===== src/source/flash_pkg.sv =====
package flash_pkg;

   // flash opcodes
   typedef enum logic [7:0] {
      OP_WAKE_UP      = 8'hAB, // release from deep power-down
      OP_WRITE_ENABLE = 8'h06,
      OP_PAGE_PROGRAM = 8'h02
   } opcode_e;

   typedef enum logic [3:0] {
      IDLE,
      WAKE_UP,
      WAKE_WAIT,
      WRITE_ENABLE,
      WE_WAIT,
      PROGRAM_CMD,
      PROGRAM_ADDR,
      DATA_WAIT,
      DATA_SEND,
      BANK_WAIT
   } writer_state_e;

   // spi bit timing
   localparam int CLKS_PER_BIT    = 8;
   localparam int CLK_COUNT_WIDTH = $clog2(CLKS_PER_BIT);
   localparam logic [CLK_COUNT_WIDTH-1:0] SCK_RISE_COUNT = CLK_COUNT_WIDTH'(4);
   localparam logic [CLK_COUNT_WIDTH-1:0] LAST_CLK_COUNT = CLK_COUNT_WIDTH'(CLKS_PER_BIT - 1);

   // slave select high time between frames in place of status polling
   localparam int SETTLE_CYCLES = 64;
   // counted from the accept of a frame's last byte, which still has to shift out
   localparam int FRAME_GAP_CYCLES   = CLKS_PER_BIT * 8 + SETTLE_CYCLES;
   localparam int SETTLE_COUNT_WIDTH = $clog2(FRAME_GAP_CYCLES);
   localparam logic [SETTLE_COUNT_WIDTH-1:0] GAP_LAST_COUNT =
      SETTLE_COUNT_WIDTH'(FRAME_GAP_CYCLES - 1);

   localparam int PAGE_HALFWORDS       = 8;
   localparam int HALFWORD_COUNT_WIDTH = $clog2(PAGE_HALFWORDS + 1);
   localparam logic [HALFWORD_COUNT_WIDTH-1:0] PAGE_FULL_COUNT =
      HALFWORD_COUNT_WIDTH'(PAGE_HALFWORDS);

   localparam int FLASH_ADDR_WIDTH = 24;
   localparam logic [FLASH_ADDR_WIDTH-1:0] PAGE_ADDR_STEP =
      FLASH_ADDR_WIDTH'(2 * PAGE_HALFWORDS); // byte address step per page

   // apb register offsets
   localparam logic [3:0] REG_ADDR   = 4'h0;
   localparam logic [3:0] REG_DATA   = 4'h4;
   localparam logic [3:0] REG_CTRL   = 4'h8;
   localparam logic [3:0] REG_STATUS = 4'hC;

   typedef struct packed {
      logic [7:0] data;
      logic       last; // release slave select after this byte
   } spi_byte_t;

   typedef struct packed {
      logic [15:0] halfword;
      logic        data_valid;
      logic        finish;
   } write_cmd_t;

endpackage


===== src/source/apb_flash_regs.sv =====
`timescale 1ns/1ps

module apb_flash_regs (
   input  logic                                   clk,
   input  logic                                   reset,
   input  logic                                   psel,
   input  logic                                   penable,
   input  logic                                   pwrite,
   input  logic [3:0]                             paddr,
   input  logic [31:0]                            pwdata,
   output logic [31:0]                            prdata,
   output logic                                   pready,
   output logic                                   pslverr,
   input  logic                                   busy,
   input  logic                                   cmd_take,
   output logic                                   start_valid,
   output logic [flash_pkg::FLASH_ADDR_WIDTH-1:0] start_addr,
   output flash_pkg::write_cmd_t                  write_cmd
);

   logic        slot_full;
   logic [15:0] slot_data;
   logic        finish_req;
   logic        access;
   logic        data_stall;
   logic        session;
   logic        wr_accept;

   assign access     = psel && penable;
   assign data_stall = pwrite && (paddr == flash_pkg::REG_DATA) && slot_full;
   assign pready     = access && !data_stall; // only data writes see wait states
   assign session    = busy || start_valid; // start_valid covers the cycle before busy rises
   assign pslverr    = access && pwrite && (paddr == flash_pkg::REG_ADDR) && session;
   assign wr_accept  = pready && pwrite;

   assign write_cmd.halfword   = slot_data;
   assign write_cmd.data_valid = slot_full;
   assign write_cmd.finish     = finish_req;

   always_comb begin
      prdata = '0;
      if (psel && !pwrite) begin
         case (paddr)
            flash_pkg::REG_ADDR:   prdata = 32'(start_addr);
            flash_pkg::REG_CTRL:   prdata = {31'h0, finish_req};
            flash_pkg::REG_STATUS: prdata = {30'h0, !slot_full, busy};
            default:               prdata = '0;
         endcase
      end
   end

   always_ff @(posedge clk) begin
      if (wr_accept && paddr == flash_pkg::REG_DATA)
         slot_data <= pwdata[15:0];
   end

   always_ff @(posedge clk) begin
      if (reset) begin
         start_valid <= 1'b0;
         start_addr  <= '0;
         slot_full   <= 1'b0;
         finish_req  <= 1'b0;
      end else begin
         start_valid <= 1'b0;

         // refused address writes are dropped
         if (wr_accept && paddr == flash_pkg::REG_ADDR && !session) begin
            start_addr  <= pwdata[flash_pkg::FLASH_ADDR_WIDTH-1:0];
            start_valid <= 1'b1;
         end

         // take clears data first, finish only once the slot is empty
         if (cmd_take) begin
            if (slot_full)
               slot_full <= 1'b0;
            else
               finish_req <= 1'b0;
         end

         if (wr_accept && paddr == flash_pkg::REG_DATA)
            slot_full <= 1'b1;

         // finish outside a session would stall the next one
         if (wr_accept && paddr == flash_pkg::REG_CTRL && pwdata[0] && session)
            finish_req <= 1'b1;
      end
   end

endmodule


===== src/source/flash_page_writer.sv =====
`timescale 1ns/1ps

module flash_page_writer (
   input  logic                                   clk,
   input  logic                                   reset,
   input  logic                                   start_valid,
   input  logic [flash_pkg::FLASH_ADDR_WIDTH-1:0] start_addr,
   input  flash_pkg::write_cmd_t                  write_cmd,
   output logic                                   cmd_take,
   output logic                                   busy,
   output flash_pkg::spi_byte_t                   byte_out,
   output logic                                   byte_valid,
   input  logic                                   byte_ready
);

   flash_pkg::writer_state_e                   state;
   logic [flash_pkg::FLASH_ADDR_WIDTH-1:0]     page_addr;
   logic [15:0]                                data_reg;
   logic [7:0]                                 hold_byte;
   logic                                       addr_index;
   logic [flash_pkg::HALFWORD_COUNT_WIDTH-1:0] halfword_count;
   logic [flash_pkg::SETTLE_COUNT_WIDTH-1:0]   settle_count;
   logic                                       page_full;
   logic                                       accept;
   logic                                       gap_done;
   logic                                       in_wait;

   assign page_full = (halfword_count == flash_pkg::PAGE_FULL_COUNT);
   assign accept    = byte_valid && byte_ready;
   assign gap_done  = (settle_count == flash_pkg::GAP_LAST_COUNT);
   assign busy      = (state != flash_pkg::IDLE);
   assign in_wait   = (state == flash_pkg::WAKE_WAIT) || (state == flash_pkg::WE_WAIT) ||
                      (state == flash_pkg::BANK_WAIT);

   // slot is consumed when the held byte goes out, data wins over finish
   assign cmd_take = (state == flash_pkg::DATA_WAIT) && accept && !page_full;

   // The byte ahead of a halfword boundary is held back until the next
   // slot content is known, so it can carry the last flag on a finish.
   always_comb begin
      byte_valid    = 1'b0;
      byte_out.data = hold_byte;
      byte_out.last = 1'b0;
      case (state)
         flash_pkg::WAKE_UP: begin
            byte_valid    = 1'b1;
            byte_out.data = flash_pkg::OP_WAKE_UP;
            byte_out.last = 1'b1;
         end
         flash_pkg::WRITE_ENABLE: begin
            byte_valid    = 1'b1;
            byte_out.data = flash_pkg::OP_WRITE_ENABLE;
            byte_out.last = 1'b1;
         end
         flash_pkg::PROGRAM_CMD: begin
            byte_valid    = 1'b1;
            byte_out.data = flash_pkg::OP_PAGE_PROGRAM;
         end
         flash_pkg::PROGRAM_ADDR: begin
            byte_valid    = 1'b1;
            byte_out.data = addr_index ? page_addr[15:8] : page_addr[23:16];
         end
         flash_pkg::DATA_SEND: begin
            byte_valid    = 1'b1;
            byte_out.data = data_reg[15:8]; // high byte first
         end
         flash_pkg::DATA_WAIT: begin
            byte_valid    = page_full || write_cmd.data_valid || write_cmd.finish;
            byte_out.last = page_full || !write_cmd.data_valid;
         end
         default: begin
         end
      endcase
   end

   // payload
   always_ff @(posedge clk) begin
      if (state == flash_pkg::IDLE && start_valid)
         page_addr <= start_addr;
      else if (state == flash_pkg::DATA_WAIT && accept && page_full)
         page_addr <= page_addr + flash_pkg::PAGE_ADDR_STEP;

      if (state == flash_pkg::PROGRAM_ADDR && accept && addr_index)
         hold_byte <= page_addr[7:0];
      else if (state == flash_pkg::DATA_SEND && accept)
         hold_byte <= data_reg[7:0];

      if (cmd_take && write_cmd.data_valid)
         data_reg <= write_cmd.halfword;
   end

   always_ff @(posedge clk) begin
      if (reset) begin
         state          <= flash_pkg::IDLE;
         addr_index     <= 1'b0;
         halfword_count <= '0;
         settle_count   <= '0;
      end else begin
         // settle counter only runs in the three waits
         if (in_wait)
            settle_count <= settle_count + 1'b1;
         else
            settle_count <= '0;

         case (state)
            flash_pkg::IDLE:
               if (start_valid) state <= flash_pkg::WAKE_UP;
            flash_pkg::WAKE_UP:
               if (accept) state <= flash_pkg::WAKE_WAIT;
            flash_pkg::WAKE_WAIT:
               if (gap_done) state <= flash_pkg::WRITE_ENABLE;
            flash_pkg::WRITE_ENABLE:
               if (accept) state <= flash_pkg::WE_WAIT;
            flash_pkg::WE_WAIT:
               if (gap_done) state <= flash_pkg::PROGRAM_CMD;
            flash_pkg::PROGRAM_CMD: begin
               addr_index <= 1'b0;
               if (accept) state <= flash_pkg::PROGRAM_ADDR;
            end
            flash_pkg::PROGRAM_ADDR: begin
               if (accept) begin
                  addr_index <= 1'b1;
                  if (addr_index) begin // low address byte is held
                     halfword_count <= '0;
                     state          <= flash_pkg::DATA_WAIT;
                  end
               end
            end
            flash_pkg::DATA_WAIT: begin
               if (accept) begin
                  if (page_full) begin
                     state <= flash_pkg::BANK_WAIT;
                  end else if (write_cmd.data_valid) begin
                     halfword_count <= halfword_count + 1'b1;
                     state          <= flash_pkg::DATA_SEND;
                  end else begin
                     state <= flash_pkg::IDLE; // finish closes the frame
                  end
               end
            end
            flash_pkg::DATA_SEND:
               if (accept) state <= flash_pkg::DATA_WAIT;
            flash_pkg::BANK_WAIT:
               if (gap_done) state <= flash_pkg::WRITE_ENABLE; // no wake-up on next page
            default:
               state <= flash_pkg::IDLE;
         endcase
      end
   end

endmodule


===== src/source/flash_writer_top.sv =====
`timescale 1ns/1ps

module flash_writer_top (
   input  logic        clk,
   input  logic        reset,
   input  logic        psel,
   input  logic        penable,
   input  logic        pwrite,
   input  logic [3:0]  paddr,
   input  logic [31:0] pwdata,
   output logic [31:0] prdata,
   output logic        pready,
   output logic        pslverr,
   output logic        spi_sck,
   output logic        spi_ss,
   output logic        spi_mosi
);

   logic                                   busy;
   logic                                   cmd_take;
   logic                                   start_valid;
   logic [flash_pkg::FLASH_ADDR_WIDTH-1:0] start_addr;
   flash_pkg::write_cmd_t                  write_cmd;
   flash_pkg::spi_byte_t                   byte_bus;
   logic                                   byte_valid;
   logic                                   byte_ready;

   apb_flash_regs u_regs (
      .clk         (clk),
      .reset       (reset),
      .psel        (psel),
      .penable     (penable),
      .pwrite      (pwrite),
      .paddr       (paddr),
      .pwdata      (pwdata),
      .prdata      (prdata),
      .pready      (pready),
      .pslverr     (pslverr),
      .busy        (busy),
      .cmd_take    (cmd_take),
      .start_valid (start_valid),
      .start_addr  (start_addr),
      .write_cmd   (write_cmd)
   );

   flash_page_writer u_writer (
      .clk         (clk),
      .reset       (reset),
      .start_valid (start_valid),
      .start_addr  (start_addr),
      .write_cmd   (write_cmd),
      .cmd_take    (cmd_take),
      .busy        (busy),
      .byte_out    (byte_bus),
      .byte_valid  (byte_valid),
      .byte_ready  (byte_ready)
   );

   spi_byte_shifter u_shifter (
      .clk        (clk),
      .reset      (reset),
      .byte_in    (byte_bus),
      .byte_valid (byte_valid),
      .byte_ready (byte_ready),
      .spi_sck    (spi_sck),
      .spi_ss     (spi_ss),
      .spi_mosi   (spi_mosi)
   );

endmodule


===== src/source/spi_byte_shifter.sv =====
`timescale 1ns/1ps

module spi_byte_shifter (
   input  logic                 clk,
   input  logic                 reset,
   input  flash_pkg::spi_byte_t byte_in,
   input  logic                 byte_valid,
   output logic                 byte_ready,
   output logic                 spi_sck,
   output logic                 spi_ss,
   output logic                 spi_mosi
);

   logic [7:0]                            shift_reg;
   logic                                  last_byte;
   logic                                  active;
   logic                                  release_pending;
   logic [flash_pkg::CLK_COUNT_WIDTH-1:0] clk_count;
   logic [2:0]                            bit_count;
   logic                                  byte_end;
   logic                                  accept;

   // last clock of the last bit
   assign byte_end   = active && (clk_count == flash_pkg::LAST_CLK_COUNT) && (bit_count == 3'd7);
   assign byte_ready = !active || byte_end; // keeps bytes of one frame back to back
   assign accept     = byte_valid && byte_ready;

   always_ff @(posedge clk) begin
      if (accept) begin
         shift_reg <= byte_in.data;
         last_byte <= byte_in.last;
      end else if (active && clk_count == flash_pkg::LAST_CLK_COUNT) begin
         shift_reg <= {shift_reg[6:0], 1'b0}; // msb first
      end
   end

   always_ff @(posedge clk) begin
      if (reset) begin
         active          <= 1'b0;
         release_pending <= 1'b0;
         clk_count       <= '0;
         bit_count       <= '0;
         spi_sck         <= 1'b0;
         spi_ss          <= 1'b1;
         spi_mosi        <= 1'b0;
      end else begin
         if (accept) begin
            active          <= 1'b1;
            release_pending <= 1'b0;
            clk_count       <= '0;
            bit_count       <= '0;
            spi_ss          <= 1'b0;
         end else if (byte_end) begin
            active          <= 1'b0;
            release_pending <= last_byte;
         end else if (active) begin
            clk_count <= clk_count + 1'b1;
            if (clk_count == flash_pkg::LAST_CLK_COUNT)
               bit_count <= bit_count + 1'b1;
         end else if (release_pending) begin
            spi_ss          <= 1'b1; // one clock after the final bit
            release_pending <= 1'b0;
         end

         // mode 0 timing inside a bit
         if (active) begin
            if (clk_count == '0) begin
               spi_mosi <= shift_reg[7];
               spi_sck  <= 1'b0;
            end else if (clk_count == flash_pkg::SCK_RISE_COUNT) begin
               spi_sck <= 1'b1;
            end
         end else begin
            spi_sck <= 1'b0; // idle or stalled mid frame
         end
      end
   end

endmodule


===== config.mk =====
export PLATFORM = sky130hd
export DESIGN_NAME = flash_writer_top
export DESIGN_NICKNAME = d
export VERILOG_FILES = /design/src/source/flash_pkg.sv /design/src/source/apb_flash_regs.sv /design/src/source/flash_page_writer.sv /design/src/source/flash_writer_top.sv /design/src/source/spi_byte_shifter.sv
export SDC_FILE = /design/constraint.sdc
export NUM_CORES = 1
export LEC_CHECK = 0
export BUFFER_PORTS_ARGS = -buffer_cell sky130_fd_sc_hd__buf_4
export CORE_MARGIN = 2
export CORE_UTILIZATION = 55
export CTS_BUF_LIST = sky130_fd_sc_hd__clkbuf_2 sky130_fd_sc_hd__clkbuf_4 sky130_fd_sc_hd__clkbuf_8
export DETAILED_ROUTE_END_ITERATION = 16
export PLACE_DENSITY = 0.76
export SYNTH_ARGS = -nofsm -noshare
export SYNTH_HDL_FRONTEND = slang
export SYNTH_SLANG_ARGS = --single-unit

===== constraint.sdc =====
create_clock -name clk -period 8.6 [get_ports clk]
set_clock_uncertainty 0.15 [all_clocks]
set_input_delay 1.72 -clock clk [delete_from_list [all_inputs] [get_ports clk]]
set_output_delay 1.72 -clock clk [all_outputs]
set_load 0.005 [all_outputs]

==> results of run 1 <==
where the power goes:
part           total, mW  switching, mW  internal, mW
clock              0.490          0.235         0.255
sequential         0.721         0.0371         0.684
combinational      0.188          0.103        0.0847
metrics by stage:
stage               std cells  power, mW  hold WS [ns]  setup WS [ns]  area, sq um
floorplan                 606     0.8677        0.2503          3.948         6142
global placement          774     0.9121        0.2537          3.259         6620
detailed placement        774     0.9191        0.2545          3.139         6620
CTS                       805      1.408        0.2710          3.142         6995
global route              805      1.464        0.2808          2.974         6995
finish                    805      1.399        0.2716          3.163         6995
worst min path at each step:
stage	to	slack, ns
CTS	u_writer.data_reg[10]	0.27
global route	u_writer.data_reg[12]	0.28
finish	u_writer.data_reg[8]	0.27
global placement	u_writer.data_reg[13]	0.25
floorplan	u_writer.data_reg[0]	0.25
detailed placement	u_writer.data_reg[10]	0.25
cell usage in the layout, fill, tap and decap left out, types with 13 or more instances in the layout:
master,n
sky130_fd_sc_hd__xor2_1,13
sky130_fd_sc_hd__mux2_2,15
sky130_fd_sc_hd__clkbuf_8,17
sky130_fd_sc_hd__and2_1,26
sky130_fd_sc_hd__nor2_1,39
sky130_fd_sc_hd__xnor2_1,15
sky130_fd_sc_hd__buf_4,66
sky130_fd_sc_hd__dfxtp_1,54
sky130_fd_sc_hd__o21ai_0,30
sky130_fd_sc_hd__edfxtp_1,73
sky130_fd_sc_hd__a21oi_1,31
sky130_fd_sc_hd__nand2_1,96
sky130_fd_sc_hd__inv_1,19
cell type report:
type | instances | area (sq um)
clock buffers | 17 | 234.0
fillers | 883 | 3845
multi-input cells | 422 | 2605
inverters | 19 | 71.32
well taps | 140 | 175.2
clock inverters | 14 | 141.4
repair buffers | 66 | 495.5
flip-flops and latches | 127 | 3273
worst max-delay path, stage by stage:
cell                      delay [ns]
sky130_fd_sc_hd__buf_4          0.13
sky130_fd_sc_hd__nor3_1         0.32
sky130_fd_sc_hd__nor3b_2        1.02
sky130_fd_sc_hd__and2_1         0.25
sky130_fd_sc_hd__buf_4          0.11
layer usage:
metal,up-vias,share of wire (%)
met1,2161,45
met3,21,5.8
met2,167,47
met4,0,1.7
met5,-,0
li1,2213,-
cells by family (layout without fill, tap and decap cells):
logic type      after synthesis  count (layout)
flops                       127             127
buf+inv                      57             116
compound gates              110             110
fa+ha+maj                     9               9
other cells                   1               8
mux                          26              26
simple gates                241             241
xor+xnor                     28              28
==> impl_summary.log, run 1 <==
INFO  metric power.static_leakage = 2.490 nW
INFO  metric final.setup.tns = 0 ns
INFO  metric r2r_cells = 7
INFO  metric synth_area_in_xor_xnor = 4.010%
INFO  metric grtUsageMet2 = 37.35%
INFO  metric finalNetCount = 703
INFO  metric drt-vias-per-instance = 5.667
INFO  metric combinational_family_with_the_most_area_after_synthesis = simple AND/OR/NAND/NOR gates
INFO  metric synth_largest_area_cell = sky130_fd_sc_hd__edfxtp_1
INFO  metric max_slew_margin = 13.16%
INFO  metric clock_tree.htree_level_count = 4
INFO  metric cts_buffers = 17
INFO  metric holdPathStages = 0
INFO  metric fp.dieArea = 11980 sq um
INFO  metric crit_type = primary input to output port
INFO  metric grt_first_pass_wirelength = 21400 microns
INFO  metric start_kind = primary input
INFO  metric synth_commonest_cells = sky130_fd_sc_hd__nand2_1 (96), sky130_fd_sc_hd__edfxtp_1 (73), sky130_fd_sc_hd__dfxtp_1 (54)
INFO  metric post_synth_num_cell_types = 65
INFO  metric grt_antenna_before_repair = 0
INFO  metric cts_tree = done
INFO  metric wl = 13040 microns
INFO  metric ctsRootBufferMaster = sky130_fd_sc_hd__clkbuf_8
INFO  metric cp.arrival = 3.57 ns
INFO  metric die_w = 109.5 microns
INFO  metric slew_violations = 0
INFO  metric gr-usage-all-layers = 23.41%
INFO  metric core_region_area = 10840 sq um
INFO  metric area_growth = 14.38%
INFO  metric yosys-mux-area-fraction = 4.562%
INFO  metric worst_setup_path_endpoint = prdata[21]
INFO  metric placement_rows = 38
INFO  metric ir_drop = 125.9 uV
INFO  metric postSynthAreaPerCell = 10.21 sq um
INFO  metric worst-slew-pin-transition = 1.298 ns
INFO  metric gr-max-usage-layer = met2
INFO  metric crit_required = 6.73 ns
INFO  metric cts_max_path_buffers = 2
INFO  metric vias = 4562
INFO  metric postSynthRegisterBits = 127
INFO  metric fp.dieH = 109.5 microns
INFO  metric synth_compound_gate_area_share = 11.62%
INFO  metric synthCells = 599
INFO  metric post_cts_clock_slew_at_the_launch_and_capture_registers_of_the_worst_setup_and_hold_paths = 0.07 ns
INFO  metric synthSimpleGateAreaFrac = 19.70%
INFO  metric ant_nets = 0
INFO  metric synth.yosys.warnings = 0
INFO  metric max_freq = 183.9 MHz
INFO  metric post-synth-top-count-cell = sky130_fd_sc_hd__nand2_1
INFO  metric first_global_vias = 4384
INFO  metric critical_path.endpoint_type = output port
INFO  metric postCtsSetupBuffers = 0
INFO  metric hold_path.startpoint = u_regs.slot_data[8]
INFO  metric io-pin-count = 78
INFO  metric rsz0062_at_grt = no
INFO  metric share_of_cells_above_drive_strength_1 = 21.50%
INFO  metric maximum_capacitance_violations = 0
INFO  metric port_buffers = 61
INFO  metric finalHoldViolations = 0
INFO  metric grt_max_degree = 44
INFO  metric registers_with_the_highest_flip_flop_counts = u_regs.start_addr x24, u_writer.page_addr x24
INFO  metric outcome = completed
INFO  metric netlist_area = 6116 sq um
INFO  metric hold_path.class = flip-flop to flip-flop
INFO  metric cts_hold_repair.buffers = 0
INFO  metric diodes = 0
INFO  metric synth-async-reset-ratio = 0%
INFO  metric timing.critical_path.from = paddr[1]
INFO  metric hpwl = 9078 microns
INFO  metric rr_startpoint = u_shifter.clk_count[0]
INFO  metric period_needed = 5.437 ns
INFO  metric met3_grt_util = 6.165%
INFO  metric ratio_of_total_power_to_cell_area = 199.9 nW/um^2
INFO  metric min_period_over_period = 63.22%
INFO  metric crit_path_max_fanout = 22
INFO  metric drt-pass1-iter-count = 5
INFO  metric cts_resized = 0
INFO  metric groute.layer.met1.usage = 31.25%
INFO  metric synth.top_cell.area_share = 35.84%
INFO  metric netlist_top_cells_area = sky130_fd_sc_hd__edfxtp_1 (36%), sky130_fd_sc_hd__dfxtp_1 (18%), sky130_fd_sc_hd__nand2_1 (5.9%)
INFO  metric post_drt_wl_per_cell = 16.20 microns
INFO  metric drt_iter0_drc = 321
INFO  metric synth_ff_type = sky130_fd_sc_hd__edfxtp_1
INFO  metric sequential_share_of_the_synthesized_area = 53.52%
INFO  metric synth_adder_area_share = 1.841%
INFO  metric drc_errors = 0
INFO  metric worst-r2r-setup-slack = 4.89 ns
INFO  metric setup_violations = 0
INFO  metric place_congestion = 0.8711
INFO  metric floorplan.initialDensity = 56.42%
INFO  metric crit-reg2reg-capture = u_writer.state[0]
INFO  metric clock_latency = 0.43 ns
INFO  metric number_of_enable_flip_flop_cells_after_synthesis = 73
INFO  metric final_core_utilization = 64.53%
INFO  metric clkSinkCount = 127
INFO  metric overflow = 0
Power figures use the tool's default switching activity.
==> run 2, diff against run 1 <==
==> constraint.sdc (replaced) <==
create_clock -name clk -period 5.4 [get_ports clk]
set_clock_uncertainty 0.15 [all_clocks]
set_input_delay 1.08 -clock clk [delete_from_list [all_inputs] [get_ports clk]]
set_output_delay 1.08 -clock clk [all_outputs]
set_load 0.005 [all_outputs]
==> run 2 against run 1 <==
Wire length shrank 0.15%. Design area up 0.47%. Via count shrank 0.81%. Cell count grew 0.37%.
==> impl_summary.log, run 2 (synthesis results as in run 1) <==
INFO  metric setup_violations = 0 (unchanged)
INFO  metric timing.hold.ws = 0.2744 ns (was 0.2716 ns)
INFO  metric maximum_capacitance_violations = 0 (unchanged)
INFO  metric clock_latency = 0.44 ns (was 0.43 ns)
INFO  metric final-seq-area = 3273 sq um (unchanged)
INFO  metric start_kind = primary input (unchanged)
INFO  metric die_w = 109.5 microns (unchanged)
INFO  metric area_growth = 14.91% (was 14.38%)
INFO  metric core_region_area = 10840 sq um (unchanged)
INFO  metric worst-slew-pin-transition = 0.8887 ns (was 1.298 ns)
INFO  metric share_of_cells_above_drive_strength_1 = 22.01% (was 21.50%)
INFO  metric placement_rows = 38 (unchanged)
INFO  metric clkSinkCount = 127 (unchanged)
INFO  metric crit_required = 4.17 ns (was 6.73 ns)
INFO  metric grt_max_degree = 44 (unchanged)
INFO  metric io-pin-count = 78 (unchanged)
INFO  metric fillers = 883 (unchanged)
INFO  metric crit_type = primary input to output port (unchanged)
INFO  metric critical-path-top-cell-by-count = sky130_fd_sc_hd__buf_4 (unchanged)
INFO  metric dpl.cell_count = 776 (was 774)
INFO  metric postPlaceCellArea = 6635 sq um (was 6620 sq um)
INFO  metric multi_input_comb_area = 2605 sq um (unchanged)
INFO  metric finalNetCount = 705 (was 703)
INFO  metric max_slew_margin = 40.36% (was 13.16%)
INFO  metric drt_iter0_drc = 299 (was 321)
INFO  metric final.setup.tns = 0 ns (unchanged)
INFO  metric grt_antenna_before_repair = 0 (unchanged)
INFO  metric cts_tree = done (unchanged)
INFO  metric first_global_vias = 4306 (was 4384)
INFO  metric layout_commonest_cell = sky130_fd_sc_hd__nand2_1 (unchanged)
INFO  metric hold_path.class = flip-flop to flip-flop (unchanged)
INFO  metric postCtsSetupBuffers = 0 (unchanged)
INFO  metric post_drt_wl_per_cell = 16.11 microns (was 16.20 microns)
INFO  metric gr-usage-all-layers = 23.65% (was 23.41%)
INFO  metric critical_path.endpoint_type = output port (unchanged)
INFO  metric fp.dieH = 109.5 microns (unchanged)
INFO  metric clock_tree.htree_level_count = 4 (unchanged)
INFO  metric cpMaxStageDelayCell = sky130_fd_sc_hd__nor3_1 (was sky130_fd_sc_hd__nor3b_2)
INFO  metric drc_errors = 0 (unchanged)
INFO  metric grt_first_pass_wirelength = 21720 microns (was 21400 microns)
INFO  metric cts_max_path_buffers = 2 (unchanged)
INFO  metric cts_buffers = 17 (unchanged)
INFO  metric layout_cells_excl_fill = 808 (was 805)
INFO  metric place_congestion = 0.8628 (was 0.8711)
INFO  metric port_buffers = 61 (unchanged)
INFO  metric vias = 4525 (was 4562)
INFO  metric period_needed = 3.489 ns
INFO  metric wl = 13020 microns (was 13040 microns)
INFO  metric r2r_cells = 6 (was 7)
INFO  metric ir_drop = 155.7 uV (was 125.9 uV)
INFO  metric max_freq = 286.6 MHz
INFO  metric hpwl = 9114 microns (was 9078 microns)
INFO  metric rsz0062_at_grt = no (unchanged)
INFO  metric cts_resized = 0 (unchanged)
INFO  metric registers_with_the_highest_flip_flop_counts = u_regs.start_addr x24, u_writer.page_addr x24 (unchanged)
INFO  metric power.static_leakage = 2.506 nW (was 2.490 nW)
INFO  metric overflow = 0 (unchanged)
INFO  metric min_period_over_period = 64.62%
INFO  metric ant_nets = 0 (unchanged)
INFO  metric post-route-cell-area = 7028 sq um (was 6995 sq um)
INFO  metric crit_path_max_fanout = 22 (unchanged)
INFO  metric critical_path.max_stage_delay = 0.29 ns (was 1.02 ns)
INFO  metric drt-pass1-iter-count = 5 (unchanged)
INFO  metric finalHoldViolations = 0 (unchanged)
INFO  metric worstPathCellList = buf_4, nor3_1, nor3b_2, buf_4, and2_1, buf_4 (was buf_4, nor3_1, nor3b_2, and2_1, buf_4)
INFO  metric post_cts_clock_slew_at_the_launch_and_capture_registers_of_the_worst_setup_and_hold_paths = 0.08 ns (was 0.07 ns)
INFO  metric commonest_non_fill_non_tap_cells_in_the_layout = sky130_fd_sc_hd__nand2_1 (96), sky130_fd_sc_hd__edfxtp_1 (73), sky130_fd_sc_hd__buf_4 (68), sky130_fd_sc_hd__dfxtp_1 (54), sky130_fd_sc_hd__nor2_1 (39) (was sky130_fd_sc_hd__nand2_1 (96), sky130_fd_sc_hd__edfxtp_1 (73), sky130_fd_sc_hd__buf_4 (66), sky130_fd_sc_hd__dfxtp_1 (54), sky130_fd_sc_hd__nor2_1 (39))
INFO  metric cts_hold_repair.buffers = 0 (unchanged)
INFO  metric ratio_of_total_power_to_cell_area = 321.0 nW/um^2 (was 199.9 nW/um^2)
INFO  metric fp.dieArea = 11980 sq um (unchanged)
INFO  metric outcome = completed (unchanged)
INFO  metric cp.arrival = 2.26 ns (was 3.57 ns)
INFO  metric ctsRootBufferMaster = sky130_fd_sc_hd__clkbuf_8 (unchanged)
INFO  metric drt-vias-per-instance = 5.600 (was 5.667)
INFO  metric holdPathStages = 0 (unchanged)
INFO  metric floorplan.initialDensity = 56.42% (unchanged)
INFO  metric slew_violations = 0 (unchanged)
INFO  metric diodes = 0 (unchanged)
-- run 2: cell types whose count changed in the layout (fill, tap and decap cells not counted) --
cell,previous run,this run
sky130_fd_sc_hd__buf_4,66,68
sky130_fd_sc_hd__bufinv_16,2,1
sky130_fd_sc_hd__clkbuf_8,17,18
sky130_fd_sc_hd__clkinv_1,1,0
sky130_fd_sc_hd__clkinv_2,4,0
sky130_fd_sc_hd__inv_6,2,6
sky130_fd_sc_hd__inv_8,0,2
-- run 2: path summary, 6_finish.rpt --
kind,from,slack [ns],endpoint
max,paddr[1],1.91,prdata[15]
min,u_regs.slot_data[2],0.27,u_writer.data_reg[2]
max reg2reg,u_shifter.clk_count[0],2.35,u_writer.hold_byte[0]
min reg2reg,u_regs.slot_data[2],0.27,u_writer.data_reg[2]
-- run 2: through the flow --
step	utilization, %	setup slack, ns	power [mW]
2_1_floorplan	-	1.451	1.382
3_5_place_dp	61.21	1.920	1.466
4_1_cts	64.83	1.919	2.266
5_1_grt	64.83	1.792	2.361
3_3_place_gp	61.21	1.955	1.455
6_report	64.83	1.911	2.256
-- run 2: cell type report --
| class | count | area share, % |
|---|---|---|
| multi-input cells | 422 | 37.07 |
| flip-flops and latches | 127 | 46.57 |
| clock buffers | 18 | 3.525 |
| clock inverters | 14 | 2.065 |
| well taps | 140 | 2.492 |
| inverters | 19 | 1.015 |
| repair buffers | 68 | 7.264 |
-- run 2: critical path, delay by kind of cell --
kind                   cells  cell delay (ns)
buffers and inverters      3             0.48
AND/OR/NAND/NOR            3             0.68
-- run 2: metal layers --
layer	vias to the layer above	share of wire, %	track usage [%]
li1	2219	-	-
met1	2141	45	32.25
met2	153	48	38.27
met3	12	5.8	4.979
met4	0	0.95	6.962
met5	-	0	0
-- run 2: power breakdown --
| group | internal [mW] | total (mW) | leakage (nW) | switching [mW] |
|---|---|---|---|---|
| sequential | 1.09 | 1.15 | 1.09 | 0.0594 |
| clock | 0.392 | 0.809 | 0.192 | 0.417 |
| combinational | 0.136 | 0.299 | 1.23 | 0.163 |
| total | 1.62 | 2.26 | 2.51 | 0.639 |
==> run 3, diff against run 2 <==
==> constraint.sdc (replaced) <==
create_clock -name clk -period 3.3 [get_ports clk]
set_clock_uncertainty 0.15 [all_clocks]
set_input_delay 0.66 -clock clk [delete_from_list [all_inputs] [get_ports clk]]
set_output_delay 0.66 -clock clk [all_outputs]
set_load 0.005 [all_outputs]
==> run 3 against run 2 <==
Sequential cell count did not move. First-iteration DRC count rose by 12%. Design area rose by 2.1%. Critical path depth fell by 1. Register-to-register slack got worse by 1.9 ns. Setup slack got worse by 1.5 ns. Worst hold slack got worse by 0.030 ns. Critical path type is now flip-flop to output port. Critical endpoint is now pslverr. Largest power group unchanged.
==> impl_summary.log, run 3 (synthesis results as in run 1) <==
INFO  metric start_kind = flip-flop (was primary input)
INFO  metric grt_max_degree = 42 (was 44)
INFO  metric diodes = 0 (unchanged)
INFO  metric slew_violations = 0 (unchanged)
INFO  metric clock_tree.htree_level_count = 4 (unchanged)
INFO  metric final_critical_path_setup_slack = 0.3763 ns (was 1.911 ns)
INFO  metric period_needed = 2.924 ns
INFO  metric clkSinkCount = 127 (unchanged)
INFO  metric max_freq = 342.0 MHz
INFO  metric layout_commonest_cell = sky130_fd_sc_hd__nand2_1 (unchanged)
INFO  metric power.static_leakage = 2.579 nW (was 2.506 nW)
INFO  metric fp.dieArea = 11980 sq um (unchanged)
INFO  metric core_region_area = 10840 sq um (unchanged)
INFO  metric post_cts_clock_slew_at_the_launch_and_capture_registers_of_the_worst_setup_and_hold_paths = 0.08 ns (about the same)
INFO  metric worstPathCellList = or4_4, or2_4, nand3_1, nor4_1, buf_4 (was buf_4, nor3_1, nor3b_2, buf_4, and2_1, buf_4)
INFO  metric drt-pass1-iter-count = 5 (unchanged)
INFO  metric worst-slew-pin-transition = 0.6356 ns (was 0.8887 ns)
INFO  metric share_of_cells_above_drive_strength_1 = 23.04% (was 22.01%)
INFO  metric grt_antenna_before_repair = 0 (unchanged)
INFO  metric cts_resized = 0 (unchanged)
INFO  metric cts_tree = done (unchanged)
INFO  metric io-pin-count = 78 (unchanged)
INFO  metric finalNetCount = 714 (was 705)
INFO  metric critical_path.endpoint_type = output port (unchanged)
INFO  metric fp.dieH = 109.5 microns (unchanged)
INFO  metric drt_iter0_drc = 336 (was 299)
INFO  metric port_buffers = 61 (unchanged)
INFO  metric ratio_of_total_power_to_cell_area = 551.7 nW/um^2 (was 321.0 nW/um^2)
INFO  metric maximum_capacitance_violations = 0 (unchanged)
INFO  metric hold_path.class = primary input to flip-flop (was flip-flop to flip-flop)
INFO  metric cts_max_path_buffers = 2 (unchanged)
INFO  metric wl = 13630 microns (was 13020 microns)
INFO  metric final_core_utilization = 66.22% (was 64.83%)
INFO  metric die_w = 109.5 microns (unchanged)
INFO  metric drt-vias-per-instance = 5.712 (was 5.600)
INFO  metric dp_worst_setup_slack = 0.4631 ns (was 1.920 ns)
INFO  metric commonest_non_fill_non_tap_cells_in_the_layout = sky130_fd_sc_hd__nand2_1 (96), sky130_fd_sc_hd__buf_4 (77), sky130_fd_sc_hd__edfxtp_1 (73), sky130_fd_sc_hd__dfxtp_1 (54), sky130_fd_sc_hd__nor2_1 (39) (was sky130_fd_sc_hd__nand2_1 (96), sky130_fd_sc_hd__edfxtp_1 (73), sky130_fd_sc_hd__buf_4 (68), sky130_fd_sc_hd__dfxtp_1 (54), sky130_fd_sc_hd__nor2_1 (39))
INFO  metric fillers = 873 (was 883)
INFO  metric multi_input_comb_area = 2614 sq um (was 2605 sq um)
INFO  metric drc_errors = 0 (unchanged)
INFO  metric postPlaceCellArea = 6711 sq um (was 6635 sq um)
INFO  metric family_with_the_most_delay_on_the_worst_path = simple AND/OR/NAND/NOR gates (unchanged)
INFO  metric max_slew_margin = 57.37% (was 40.36%)
INFO  metric placement_rows = 38 (unchanged)
INFO  metric final.setup.tns = 0 ns (unchanged)
INFO  metric crit_path_max_fanout = 18 (was 22)
INFO  metric clock_latency = 0.45 ns (was 0.44 ns)
INFO  metric rsz0062_at_grt = no (unchanged)
INFO  metric ir_drop = 302.7 uV (was 155.7 uV)
INFO  metric crit_type = flip-flop to output port (was primary input to output port)
INFO  metric vias = 4667 (was 4525)
INFO  metric ctsRootBufferMaster = sky130_fd_sc_hd__clkbuf_8 (unchanged)
INFO  metric final-seq-area = 3273 sq um (unchanged)
INFO  metric cp.arrival = 2.11 ns (was 2.26 ns)
INFO  metric ant_nets = 0 (unchanged)
INFO  metric setup_violations = 0 (unchanged)
INFO  metric outcome = completed (unchanged)
INFO  metric finalHoldViolations = 0 (unchanged)
INFO  metric critical_path_buf_inv_count = 1 (was 3)
INFO  metric gr-usage-all-layers = 24.66% (was 23.65%)
INFO  metric first_global_vias = 4483 (was 4306)
INFO  metric overflow = 0 (unchanged)
INFO  metric place_congestion = 0.8629 (was 0.8628)
INFO  metric registers_with_the_highest_flip_flop_counts = u_regs.start_addr x24, u_writer.page_addr x24 (unchanged)
INFO  metric post-route-cell-area = 7178 sq um (was 7028 sq um)
INFO  metric cts_buffers = 17 (unchanged)
INFO  metric grt_first_pass_wirelength = 22380 microns (was 21720 microns)
INFO  metric post_drt_wl_per_cell = 16.68 microns (was 16.11 microns)
INFO  metric postCtsSetupBuffers = 0 (unchanged)
INFO  metric floorplan.initialDensity = 56.42% (unchanged)
INFO  metric crit_required = 2.49 ns (was 4.17 ns)
INFO  metric cpMaxStageDelayCell = sky130_fd_sc_hd__or4_4 (was sky130_fd_sc_hd__nor3_1)
INFO  metric critical_path.max_stage_delay = 0.59 ns (was 0.29 ns)
INFO  metric area_growth = 17.37% (was 14.91%)
INFO  metric hpwl = 9427 microns (was 9114 microns)
INFO  metric min_period_over_period = 88.60%
INFO  metric cts_hold_repair.buffers = 0 (unchanged)
==> run 3: metrics by stage <==
step           std cells  hold WS [ns]  total power [mW]
2_1_floorplan        606        0.2503             2.262
3_3_place_gp         785        0.2540             2.389
5_1_grt              817        0.2292             4.128
6_report             817        0.2444             3.960
3_5_place_dp         785        0.2545             2.419
4_1_cts              817        0.2254             3.967
==> run 3: final cells by class <==
cell class / instances / share of cell area [%]
clock inverter: 15 / 3.242
multi-input combinational: 422 / 36.41
inverter: 19 / 0.9936
sequential: 127 / 45.60
tap: 140 / 2.440
timing repair buffer: 77 / 8.053
clock buffer: 17 / 3.260
==> run 3: per-layer routing <==
metal	wire length [microns]	vias up	GRT usage, %
li1	-	2241	-
met1	5932	2206	32.32
met2	6416	183	39.29
met3	896	37	5.572
met4	384	0	10.85
met5	0	-	0
==> run 3: final timing paths <==
path                                    from                   end  slack [ns]  cells after the start
setup reg to reg  u_writer.halfword_count[0]     u_writer.state[3]        0.41                      8
setup / recovery           u_writer.state[1]               pslverr        0.38                      5
hold reg to reg          u_regs.slot_data[7]  u_writer.data_reg[7]        0.27                      0
hold / removal                     pwdata[5]   u_regs.slot_data[5]        0.24                      1
==> run 3: where the power goes <==
group	leakage [nW]	internal, mW	switching (mW)	total, mW
registers	1.09	1.78	0.0925	1.87
clock network	0.220	0.909	0.655	1.56
logic	1.27	0.232	0.289	0.521
